## src/design/lcd_params.svh

```systemverilog
`ifndef LCD_PARAMS_SVH
`define LCD_PARAMS_SVH

// RS, RW and 8 data bits
`define LCD_FRAME_W 10

// System clocks per sclk period, must be even
`define LCD_CLK_DIV 4

// Power-up wait before the first init frame
`define LCD_POWERUP_CYC 200

// Settling gaps, since the busy flag cannot be read
`define LCD_GAP_CYC 40
`define LCD_LONG_GAP_CYC 400 // Clear display and return home

`endif

```

## src/design/lcd_pkg.sv

```systemverilog
package lcd_pkg;

    // HD44780 instruction codes in 8-bit mode
    typedef enum logic [7:0] {
        LCD_CLEAR        = 8'h01,
        LCD_HOME         = 8'h02,
        LCD_ENTRY_MODE   = 8'h06, // Increment, no shift
        LCD_DISPLAY_ON   = 8'h0C, // Cursor and blink off
        LCD_WAKE         = 8'h30,
        LCD_FUNCTION_SET = 8'h38  // 8-bit bus, 2 lines, 5x8 font
    } lcd_instr_t;

    localparam int LCD_INIT_LEN = 7;

    typedef logic [$clog2(LCD_INIT_LEN)-1:0] lcd_step_t;

    // Fixed power-up list, three wake-ups first
    function automatic lcd_instr_t lcd_init_instr(lcd_step_t step);
        case (step)
            0, 1, 2: return LCD_WAKE;
            3:       return LCD_FUNCTION_SET;
            4:       return LCD_DISPLAY_ON;
            5:       return LCD_CLEAR;
            default: return LCD_ENTRY_MODE;
        endcase
    endfunction

endpackage

```

## src/design/spi_pkg.sv

```systemverilog
package spi_pkg;

    // One serial frame, sent MSB first
    typedef struct packed {
        logic       rs;    // 0 instruction, 1 character
        logic       rw;    // Always 0, write only
        logic [7:0] data;
    } spi_frame_t;

    typedef enum logic [2:0] {
        SPI_IDLE   = 3'd0,
        SPI_LEAD   = 3'd1, // cs_n low before first sclk
        SPI_SHIFT  = 3'd2,
        SPI_TRAIL  = 3'd3, // cs_n low after last sclk
        SPI_FINISH = 3'd4
    } spi_state_t;

endpackage
```

## src/design/lcd_frame_scheduler.sv

```systemverilog
`timescale 1ns/1ps
`include "lcd_params.svh"

module lcd_frame_scheduler
    import spi_pkg::*;
    import lcd_pkg::*;
(
    input  logic       clk,
    input  logic       rst_n,
    input  logic       init_req,
    input  lcd_instr_t init_data,
    input  logic       ready,
    input  logic       host_req,
    input  logic       host_rs,
    input  logic [7:0] host_data,
    output logic       init_ack,
    output logic       host_ack,
    output logic       start,
    output spi_frame_t frame,
    input  logic       busy,
    input  logic       done
);

    localparam int GAP_W = $clog2(`LCD_LONG_GAP_CYC + 1);

    localparam logic [GAP_W-1:0] SHORT_GAP = GAP_W'(`LCD_GAP_CYC);
    localparam logic [GAP_W-1:0] LONG_GAP  = GAP_W'(`LCD_LONG_GAP_CYC);

    typedef enum logic [1:0] {
        SCH_IDLE = 2'd0,
        SCH_SEND = 2'd1, // Frame on the wire
        SCH_HOLD = 2'd2  // ack high until the owner drops req
    } sched_state_t;

    sched_state_t     state_q;
    logic [GAP_W-1:0] gap_q;
    logic             start_q;
    logic             ack_q;
    logic             host_sel_q; // Link that owns the current frame
    spi_frame_t       frame_q;
    spi_frame_t       next_frame;
    logic             link_req;
    logic             owner_req;
    logic             accept;
    logic             long_gap;

    // Init link only until ready, host only afterwards
    assign link_req  = ready ? host_req : init_req;
    assign owner_req = host_sel_q ? host_req : init_req;
    assign accept    = (state_q == SCH_IDLE) && link_req && !busy && (gap_q == '0);

    always_comb begin
        next_frame.rs   = ready ? host_rs : 1'b0;
        next_frame.rw   = 1'b0;
        next_frame.data = ready ? host_data : init_data;
    end

    assign long_gap = !frame_q.rs && (frame_q.data == LCD_CLEAR || frame_q.data == LCD_HOME);

    always_ff @(posedge clk or negedge rst_n) begin
        if (!rst_n) begin
            state_q    <= SCH_IDLE;
            gap_q      <= '0;
            start_q    <= 1'b0;
            ack_q      <= 1'b0;
            host_sel_q <= 1'b0;
        end else begin
            start_q <= 1'b0;
            if (gap_q != '0) begin
                gap_q <= gap_q - 1'b1;
            end
            case (state_q)
                SCH_IDLE: begin
                    if (accept) begin
                        start_q    <= 1'b1;
                        host_sel_q <= ready;
                        state_q    <= SCH_SEND;
                    end
                end
                SCH_SEND: begin
                    if (done) begin
                        ack_q   <= 1'b1;
                        gap_q   <= long_gap ? LONG_GAP : SHORT_GAP; // Gap counts from done
                        state_q <= SCH_HOLD;
                    end
                end
                SCH_HOLD: begin
                    if (!owner_req) begin
                        ack_q   <= 1'b0;
                        state_q <= SCH_IDLE;
                    end
                end
                default: begin
                    state_q <= SCH_IDLE;
                end
            endcase
        end
    end

    always_ff @(posedge clk) begin
        if (accept) begin
            frame_q <= next_frame;
        end
    end

    assign start    = start_q;
    assign frame    = frame_q;
    assign init_ack = ack_q && !host_sel_q;
    assign host_ack = ack_q && host_sel_q;

endmodule

```

## src/design/lcd_init_sequencer.sv

```systemverilog
`timescale 1ns/1ps
`include "lcd_params.svh"

module lcd_init_sequencer
    import lcd_pkg::*;
(
    input  logic       clk,
    input  logic       rst_n,
    output logic       init_req,
    output lcd_instr_t init_data,
    input  logic       init_ack,
    output logic       ready
);

    localparam int PWR_W = $clog2(`LCD_POWERUP_CYC);

    localparam logic [PWR_W-1:0] PWR_LAST  = PWR_W'(`LCD_POWERUP_CYC - 1);
    localparam lcd_step_t        STEP_LAST = lcd_step_t'(LCD_INIT_LEN - 1);

    typedef enum logic [1:0] {
        SEQ_POWERUP = 2'd0,
        SEQ_OFFER   = 2'd1, // req high, waiting for ack
        SEQ_RELEASE = 2'd2, // req low, waiting for ack to drop
        SEQ_DONE    = 2'd3
    } seq_state_t;

    seq_state_t       state_q;
    logic [PWR_W-1:0] pwr_q;
    lcd_step_t        step_q;
    logic             req_q;
    logic             ready_q;

    always_ff @(posedge clk or negedge rst_n) begin
        if (!rst_n) begin
            state_q <= SEQ_POWERUP;
            pwr_q   <= '0;
            step_q  <= '0;
            req_q   <= 1'b0;
            ready_q <= 1'b0;
        end else begin
            case (state_q)
                SEQ_POWERUP: begin
                    if (pwr_q == PWR_LAST) begin
                        req_q   <= 1'b1;
                        state_q <= SEQ_OFFER;
                    end else begin
                        pwr_q <= pwr_q + 1'b1;
                    end
                end
                SEQ_OFFER: begin
                    if (init_ack) begin
                        req_q   <= 1'b0;
                        state_q <= SEQ_RELEASE;
                    end
                end
                SEQ_RELEASE: begin
                    if (!init_ack) begin
                        if (step_q == STEP_LAST) begin
                            ready_q <= 1'b1;
                            state_q <= SEQ_DONE;
                        end else begin
                            // Next step offered straight away
                            step_q  <= step_q + 1'b1;
                            req_q   <= 1'b1;
                            state_q <= SEQ_OFFER;
                        end
                    end
                end
                SEQ_DONE: begin
                    state_q <= SEQ_DONE; // Stays here until reset
                end
                default: begin
                    state_q <= SEQ_POWERUP;
                end
            endcase
        end
    end

    assign init_req  = req_q;
    assign init_data = lcd_init_instr(step_q);
    assign ready     = ready_q;

endmodule

```

## src/design/lcd_spi_shifter.sv

```systemverilog
`timescale 1ns/1ps
`include "lcd_params.svh"

module lcd_spi_shifter
    import spi_pkg::*;
#(
    parameter int CLK_DIV = `LCD_CLK_DIV
) (
    input  logic       clk,
    input  logic       rst_n,
    input  logic       start,  // One-cycle pulse seen only in idle
    input  spi_frame_t frame,
    output logic       sdo,
    output logic       sclk,
    output logic       cs_n,
    output logic       busy,
    output logic       done
);

    localparam int DIV_W = (CLK_DIV > 1) ? $clog2(CLK_DIV) : 1;
    localparam int BIT_W = $clog2(`LCD_FRAME_W);

    localparam logic [DIV_W-1:0] DIV_LAST = DIV_W'(CLK_DIV - 1);
    localparam logic [DIV_W-1:0] DIV_HALF = DIV_W'(CLK_DIV / 2);
    localparam logic [BIT_W-1:0] BIT_LAST = BIT_W'(`LCD_FRAME_W - 1);

    spi_state_t              state_q, state_d;
    logic [DIV_W-1:0]        div_q, div_d;   // Position inside one sclk period
    logic [BIT_W-1:0]        bit_q, bit_d;
    logic [`LCD_FRAME_W-1:0] shreg_q, shreg_d;
    logic                    done_q;
    logic                    period_end;

    assign period_end = (div_q == DIV_LAST);

    always_comb begin
        state_d = state_q;
        div_d   = div_q;
        bit_d   = bit_q;
        shreg_d = shreg_q;

        case (state_q)
            SPI_IDLE: begin
                div_d = '0;
                bit_d = '0;
                if (start) begin
                    shreg_d = frame;
                    state_d = SPI_LEAD;
                end
            end
            SPI_LEAD: begin
                div_d = period_end ? '0 : div_q + 1'b1;
                if (period_end) begin
                    state_d = SPI_SHIFT;
                end
            end
            SPI_SHIFT: begin
                div_d = period_end ? '0 : div_q + 1'b1;
                // Next bit goes out as sclk falls again
                if (period_end) begin
                    shreg_d = {shreg_q[`LCD_FRAME_W-2:0], 1'b0};
                    if (bit_q == BIT_LAST) begin
                        state_d = SPI_TRAIL;
                    end else begin
                        bit_d = bit_q + 1'b1;
                    end
                end
            end
            SPI_TRAIL: begin
                div_d = period_end ? '0 : div_q + 1'b1;
                if (period_end) begin
                    state_d = SPI_FINISH;
                end
            end
            SPI_FINISH: begin
                state_d = SPI_IDLE; // cs_n already high here
            end
            default: begin
                state_d = SPI_IDLE;
            end
        endcase
    end

    always_ff @(posedge clk or negedge rst_n) begin
        if (!rst_n) begin
            state_q <= SPI_IDLE;
            div_q   <= '0;
            bit_q   <= '0;
            done_q  <= 1'b0;
        end else begin
            state_q <= state_d;
            div_q   <= div_d;
            bit_q   <= bit_d;
            done_q  <= (state_q == SPI_FINISH);
        end
    end

    // MSB of the shift register drives sdo
    always_ff @(posedge clk or negedge rst_n) begin
        if (!rst_n) begin
            shreg_q <= '0;
        end else begin
            shreg_q <= shreg_d;
        end
    end

    // Low for the first half of each period and rising in the middle
    assign sclk = (state_q == SPI_SHIFT) ? (div_q >= DIV_HALF) : 1'b1;

    assign sdo  = shreg_q[`LCD_FRAME_W-1];
    assign cs_n = !(state_q == SPI_LEAD || state_q == SPI_SHIFT || state_q == SPI_TRAIL);
    assign busy = (state_q != SPI_IDLE);
    assign done = done_q; // One cycle after cs_n rises

endmodule

```

## src/design/lcd_spi_top.sv

```systemverilog
`timescale 1ns/1ps
`include "lcd_params.svh"

module lcd_spi_top
    import spi_pkg::*;
    import lcd_pkg::*;
(
    input  logic       clk,
    input  logic       rst_n,
    input  logic       host_req,
    input  logic       host_rs,
    input  logic [7:0] host_data,
    output logic       host_ack,
    output logic       ready,
    output logic       sdo,
    output logic       sclk,
    output logic       cs_n
);

    logic       init_req;
    logic       init_ack;
    lcd_instr_t init_data;
    logic       start;
    spi_frame_t frame;
    logic       busy;
    logic       done;

    lcd_init_sequencer u_seq (
        .clk       (clk),
        .rst_n     (rst_n),
        .init_req  (init_req),
        .init_data (init_data),
        .init_ack  (init_ack),
        .ready     (ready)
    );

    lcd_frame_scheduler u_sched (
        .clk       (clk),
        .rst_n     (rst_n),
        .init_req  (init_req),
        .init_data (init_data),
        .ready     (ready),
        .host_req  (host_req),
        .host_rs   (host_rs),
        .host_data (host_data),
        .init_ack  (init_ack),
        .host_ack  (host_ack),
        .start     (start),
        .frame     (frame),
        .busy      (busy),
        .done      (done)
    );

    lcd_spi_shifter #(
        .CLK_DIV (`LCD_CLK_DIV)
    ) u_shift (
        .clk   (clk),
        .rst_n (rst_n),
        .start (start),
        .frame (frame),
        .sdo   (sdo),
        .sclk  (sclk),
        .cs_n  (cs_n),
        .busy  (busy),
        .done  (done)
    );

endmodule

```

## config.mk

```make
export PLATFORM = sky130hd
export DESIGN_NAME = lcd_spi_top
export DESIGN_NICKNAME = d
export VERILOG_FILES = /design/src/design/lcd_pkg.sv /design/src/design/spi_pkg.sv /design/src/design/lcd_frame_scheduler.sv /design/src/design/lcd_init_sequencer.sv /design/src/design/lcd_spi_shifter.sv /design/src/design/lcd_spi_top.sv
export VERILOG_INCLUDE_DIRS = /design/src /design/src/design
export SDC_FILE = /design/constraint.sdc
export NUM_CORES = 1
export LEC_CHECK = 0
export BUFFER_PORTS_ARGS = -buffer_cell sky130_fd_sc_hd__buf_2
export CORE_MARGIN = 3
export CORE_UTILIZATION = 41
export CTS_BUF_LIST = sky130_fd_sc_hd__clkbuf_16
export CTS_CLUSTER_DIAMETER = 120
export DETAILED_ROUTE_END_ITERATION = 7
export PLACE_DENSITY = 0.67
export SETUP_SLACK_MARGIN = 0.5
export SLEW_MARGIN = 20
export SYNTH_ARGS = -nofsm -noshare
export SYNTH_HDL_FRONTEND = slang
export SYNTH_HIERARCHICAL = 1
export SYNTH_SLANG_ARGS = --single-unit
```

## constraint.sdc

```tcl
create_clock -name clk -period 2.2 [get_ports clk]
set_input_delay 0.33 -clock clk [delete_from_list [all_inputs] [get_ports clk]]
set_output_delay 0.33 -clock clk [all_outputs]
set_load 0.05 [all_outputs]
```

==> out/qor.log <==
INFO  status         result_of_the_run=finished, final reports clean
INFO  worst_hold_path hold_path.class=in -> async
INFO  synthesis      syn-instance-count=270
INFO  timing         timing.final.hold_violations=0
INFO  layout         final_layout_size_suffix_gt1_share=42.0%
INFO  critical_path  cp_data_required_time=2.40ns
INFO  placed_design  portBuffers=16
INFO  floorplan      die_width=93.6µm
INFO  critical_path  end_kind=register
INFO  floorplan      area_enclosed_by_the_die_boundary=8770µm²
INFO  synthesis      share_of_flip_flops_with_an_asynchronous_set_or_reset_after_synthesis=84.5%
INFO  critical_path  cpPeakStageDelay=0.50ns
INFO  timing         slew_limit_headroom=58.0%
INFO  critical_path  cp_max_fo=5
INFO  cts            cts_tree=built
INFO  layout         layout.nets=335
INFO  route          drc_violations=0
INFO  timing         final_critical_path_setup_slack=0.340ns
INFO  cts            htreeDepth=3
INFO  layout         antenna_cells=0
INFO  cts            clkLatencyLatePin=0.32ns
INFO  power_and_ir_drop power_leakage=1.69nW
INFO  global_route   grt_antenna_before_repair=0
INFO  route          avgRoutedWirePerCell=14.6µm
INFO  cts            ctsRootBufferMaster=sky130_fd_sc_hd__clkbuf_16
INFO  timing         grt_setup_unrepaired=true
INFO  synthesis      sequential_area_share_after_synthesis=47.5%
INFO  route          drt-initial-drc-count=81
INFO  critical_path  critPathSlowestCell=sky130_fd_sc_hd__or4b_4
INFO  timing         setup_tns=0ns
INFO  global_route   grt_remaining_overflow=0
INFO  cts            tritoncts_num_sinks=58
INFO  route          drt-total-wl=6070µm
INFO  synthesis      synth_warn=6
INFO  power_and_ir_drop power.total=2.41mW
INFO  layout         area_growth_syn_to_layout=25.3%
INFO  timing         timing_max_transition_violations_final=0
INFO  critical_path  crit_path_kind=reg -> reg
INFO  cts            cts.reportedPaths.clkPinSlew=0.05ns
INFO  route          post_drt_via_cell_ratio=5.13
INFO  run            drv_cap=0
INFO  placed_design  gp_congestion=0.820
INFO  placed_design  dpl.hpwl=3790µm
INFO  timing         setup_viol=0
INFO  global_route   grt_first_pass_wirelength=10,200µm
INFO  timing         hold-worst-slack=0.118ns
INFO  route          drtPass1Iterations=4
INFO  synthesis      yosys_most_used_dff=sky130_fd_sc_hd__dfrtp_1
INFO  power_and_ir_drop power_per_cell_area=611nW/µm²
INFO  timing         worst_slew_pin_slew=0.630ns
INFO  cts            ctsLongestPathBuffers=2
INFO  synthesis      synthesis.area_per_instance=11.7µm²
INFO  floorplan      cell_rows=31
INFO  timing         maxClockFrequency=538MHz
INFO  route          routed-via-count=2,136
INFO  route          drt.antenna.violating_nets=0
INFO  global_route   pin_count_of_the_biggest_net_entering_global_routing=50
INFO  synthesis      ys_ff_latch=58
INFO  timing         period_utilization=84.5%
INFO  global_route   via_count_of_the_first_global_routing_pass=2,172
INFO  synthesis      syn-cell-area=3150µm²
INFO  global_route   global_route_usage_sum=14.8%
INFO  cts            tritoncts.num_buffers=9
INFO  floorplan      boundaryPins=17
INFO  floorplan      die_height=93.6µm
INFO  floorplan      coreArea=7370µm²
INFO  synthesis      netlist-cell-type-count=63
INFO  placed_design  dp_worst_setup_slack=0.253ns
INFO  critical_path  start_kind=register
INFO  critical_path  crit_chain=inv_2 -> ha_4 -> or4b_4 -> nor3_4 -> nand2_4 -> mux2_4
INFO  synthesis      synth_enable_flop_cells=9
INFO  power_and_ir_drop ir_worst_vdd=0.000365V
INFO  floorplan      initial_utilization=42.7%
INFO  timing         clock_skew=0.00553ns
INFO  cts            hold_buffers=0
INFO  critical_path  path_buf_inv=1
INFO  critical_path  cpLargestDelayFamily=simple AND/OR/NAND/NOR gates
INFO  critical_path  cp.arrival=2.06ns
INFO  timing         period_needed=1.86ns
per-layer routing:
layer  part of all wire (%)  global-route usage, %
met5                      0                      0
met2                     51                   23.3
met1                     45                   19.3
met3                    2.6                   4.18
met4                    1.2                   5.66
final timing paths:
check / startpoint / endpoint / slack, ns / depth (start not counted)
max: u_sched/gap_q[0] / u_sched/host_sel_q / 0.34 / 6
min: rst_n / u_sched/gap_q[6] / 0.12 / 2
max reg2reg: u_sched/gap_q[0] / u_sched/host_sel_q / 0.34 / 6
min reg2reg: u_seq/pwr_q[7] / u_seq/pwr_q[7] / 0.49 / 1
max in group asynchronous: rst_n / u_seq/step_q[0] / 1.62 / 2
min in group clk: host_rs / u_sched/frame[9] / 0.31 / 2
cell families (layout without fill, tap and decap cells):
group,Yosys count,count (layout),share of synthesized area [%]
other,2,3,0.239
and+or+nand+nor,74,74,14.8
AOI/OAI and AO/OA,51,51,11.8
muxes,33,33,12.9
buffers and inverters,30,76,5.25
adders and majority gates,11,11,4.37
DFF,58,58,47.5
xor gates and xnor gates,11,11,3.06
synthesized netlist by cell type (all sizes together), types with 2 or more instances:
| library cell | count | area (µm²) |
|---|---|---|
| ha | 11 | 138 |
| mux2i | 2 | 20.0 |
| a31oi | 2 | 12.5 |
| or2 | 2 | 17.5 |
| xor2 | 5 | 43.8 |
| nand3b | 3 | 22.5 |
| and2 | 5 | 31.3 |
| nor3b | 3 | 33.8 |
| nor2 | 10 | 37.5 |
| a31o | 2 | 17.5 |
| clkbuf | 3 | 11.3 |
| nand4 | 5 | 31.3 |
| buf | 10 | 90.1 |
| mux2 | 31 | 387 |
| nand2 | 15 | 58.8 |
| dfrtp | 49 | 1230 |
| nand3 | 4 | 20.0 |
| conb | 2 | 7.51 |
| nor3 | 5 | 36.3 |
| edfxtp | 9 | 270 |
| or3 | 6 | 43.8 |
| a21oi | 11 | 77.6 |
| nor4 | 4 | 25.0 |
| o21bai | 4 | 30.0 |
| inv | 17 | 63.8 |
| o21ai | 13 | 65.1 |
| xnor2 | 6 | 52.6 |
| nand2b | 2 | 15.0 |
| a21boi | 3 | 22.5 |
| o211ai | 2 | 15.0 |
| o31ai | 4 | 30.0 |
where the power goes:
group | internal [mW] | switching (mW)
sequential | 1.09 | 0
clock | 0.851 | 0.438
combinational | 0.0101 | 0.0215
repair_timing:
| item | 4_1_cts | 5_1_grt |
|---|---|---|
| pin swaps | 10 | 8 |
| setup endpoints to repair | 24 | 24 |
| endpoints found under the hold margin | 0 | 0 |
| gates resized for setup | 24 | 21 |
| gates cloned | 1 | 0 |
| buffers inserted | 15 | 7 |
layout make-up:
class | count | area [µm²]
fillers | 607 | 3420
multi-input cells | 183 | 1660
well taps | 99 | 124
repair buffers | 42 | 308
clock buffers | 9 | 225
repair inverters | 1 | 7.51
inverters | 17 | 68.8
clock inverters | 7 | 53.8
flip-flops and latches | 58 | 1500
state kept, by name, summed over array words and instances (netlist names):
signal,flops
u_shift/div_q,2
u_sched/gap_q,9
u_seq/pwr_q,8
u_seq/state_q,2
u_sched/frame,9
u_sched/ack_q,1
u_sched/state_q,2
u_seq/step_q,3
u_sched/start,1
u_seq/init_req,1
u_seq/ready,1
u_shift/shreg_q,10
u_shift/state_q,3
u_shift/done,1
u_sched/host_sel_q,1
u_shift/bit_q,4
through the flow:
step | std cells | utilization [%] | area (µm²)
after global routing | 416 | 53.5 | 3950
after CTS | 409 | 51.8 | 3820
after detailed placement | 377 | 45.0 | 3320
after global placement | 377 | 45.0 | 3320
final | 416 | 53.5 | 3950
after floorplan | 271 | - | 3190
cells in the final DEF, fill, tap and decap left out, types with 3 or more instances in the layout:
master	Yosys	layout
sky130_fd_sc_hd__dfrtp_2	0	5
sky130_fd_sc_hd__xnor2_1	6	5
sky130_fd_sc_hd__or3_1	4	3
sky130_fd_sc_hd__clkinv_1	0	3
sky130_fd_sc_hd__conb_1	2	3
sky130_fd_sc_hd__ha_4	0	5
sky130_fd_sc_hd__o21ai_0	11	7
sky130_fd_sc_hd__buf_4	5	23
sky130_fd_sc_hd__xor2_1	5	5
sky130_fd_sc_hd__mux2_4	10	12
sky130_fd_sc_hd__nand2_1	14	14
sky130_fd_sc_hd__nand3_1	4	4
sky130_fd_sc_hd__edfxtp_1	9	9
sky130_fd_sc_hd__buf_2	2	14
sky130_fd_sc_hd__a21boi_0	3	3
sky130_fd_sc_hd__inv_1	17	14
sky130_fd_sc_hd__dfrtp_1	49	44
sky130_fd_sc_hd__nor4_1	4	3
sky130_fd_sc_hd__o21ai_1	2	5
sky130_fd_sc_hd__nand4_1	5	5
sky130_fd_sc_hd__clkbuf_16	0	9
sky130_fd_sc_hd__buf_6	2	4
sky130_fd_sc_hd__mux2_2	21	19
sky130_fd_sc_hd__inv_2	0	3
sky130_fd_sc_hd__ha_1	11	5
sky130_fd_sc_hd__o31ai_1	4	4
sky130_fd_sc_hd__nor3_1	4	3
sky130_fd_sc_hd__nand3b_1	3	3
sky130_fd_sc_hd__nor2_1	10	8
sky130_fd_sc_hd__a21oi_1	9	8
sky130_fd_sc_hd__and2_1	5	5
Power figures use the tool's default switching activity.
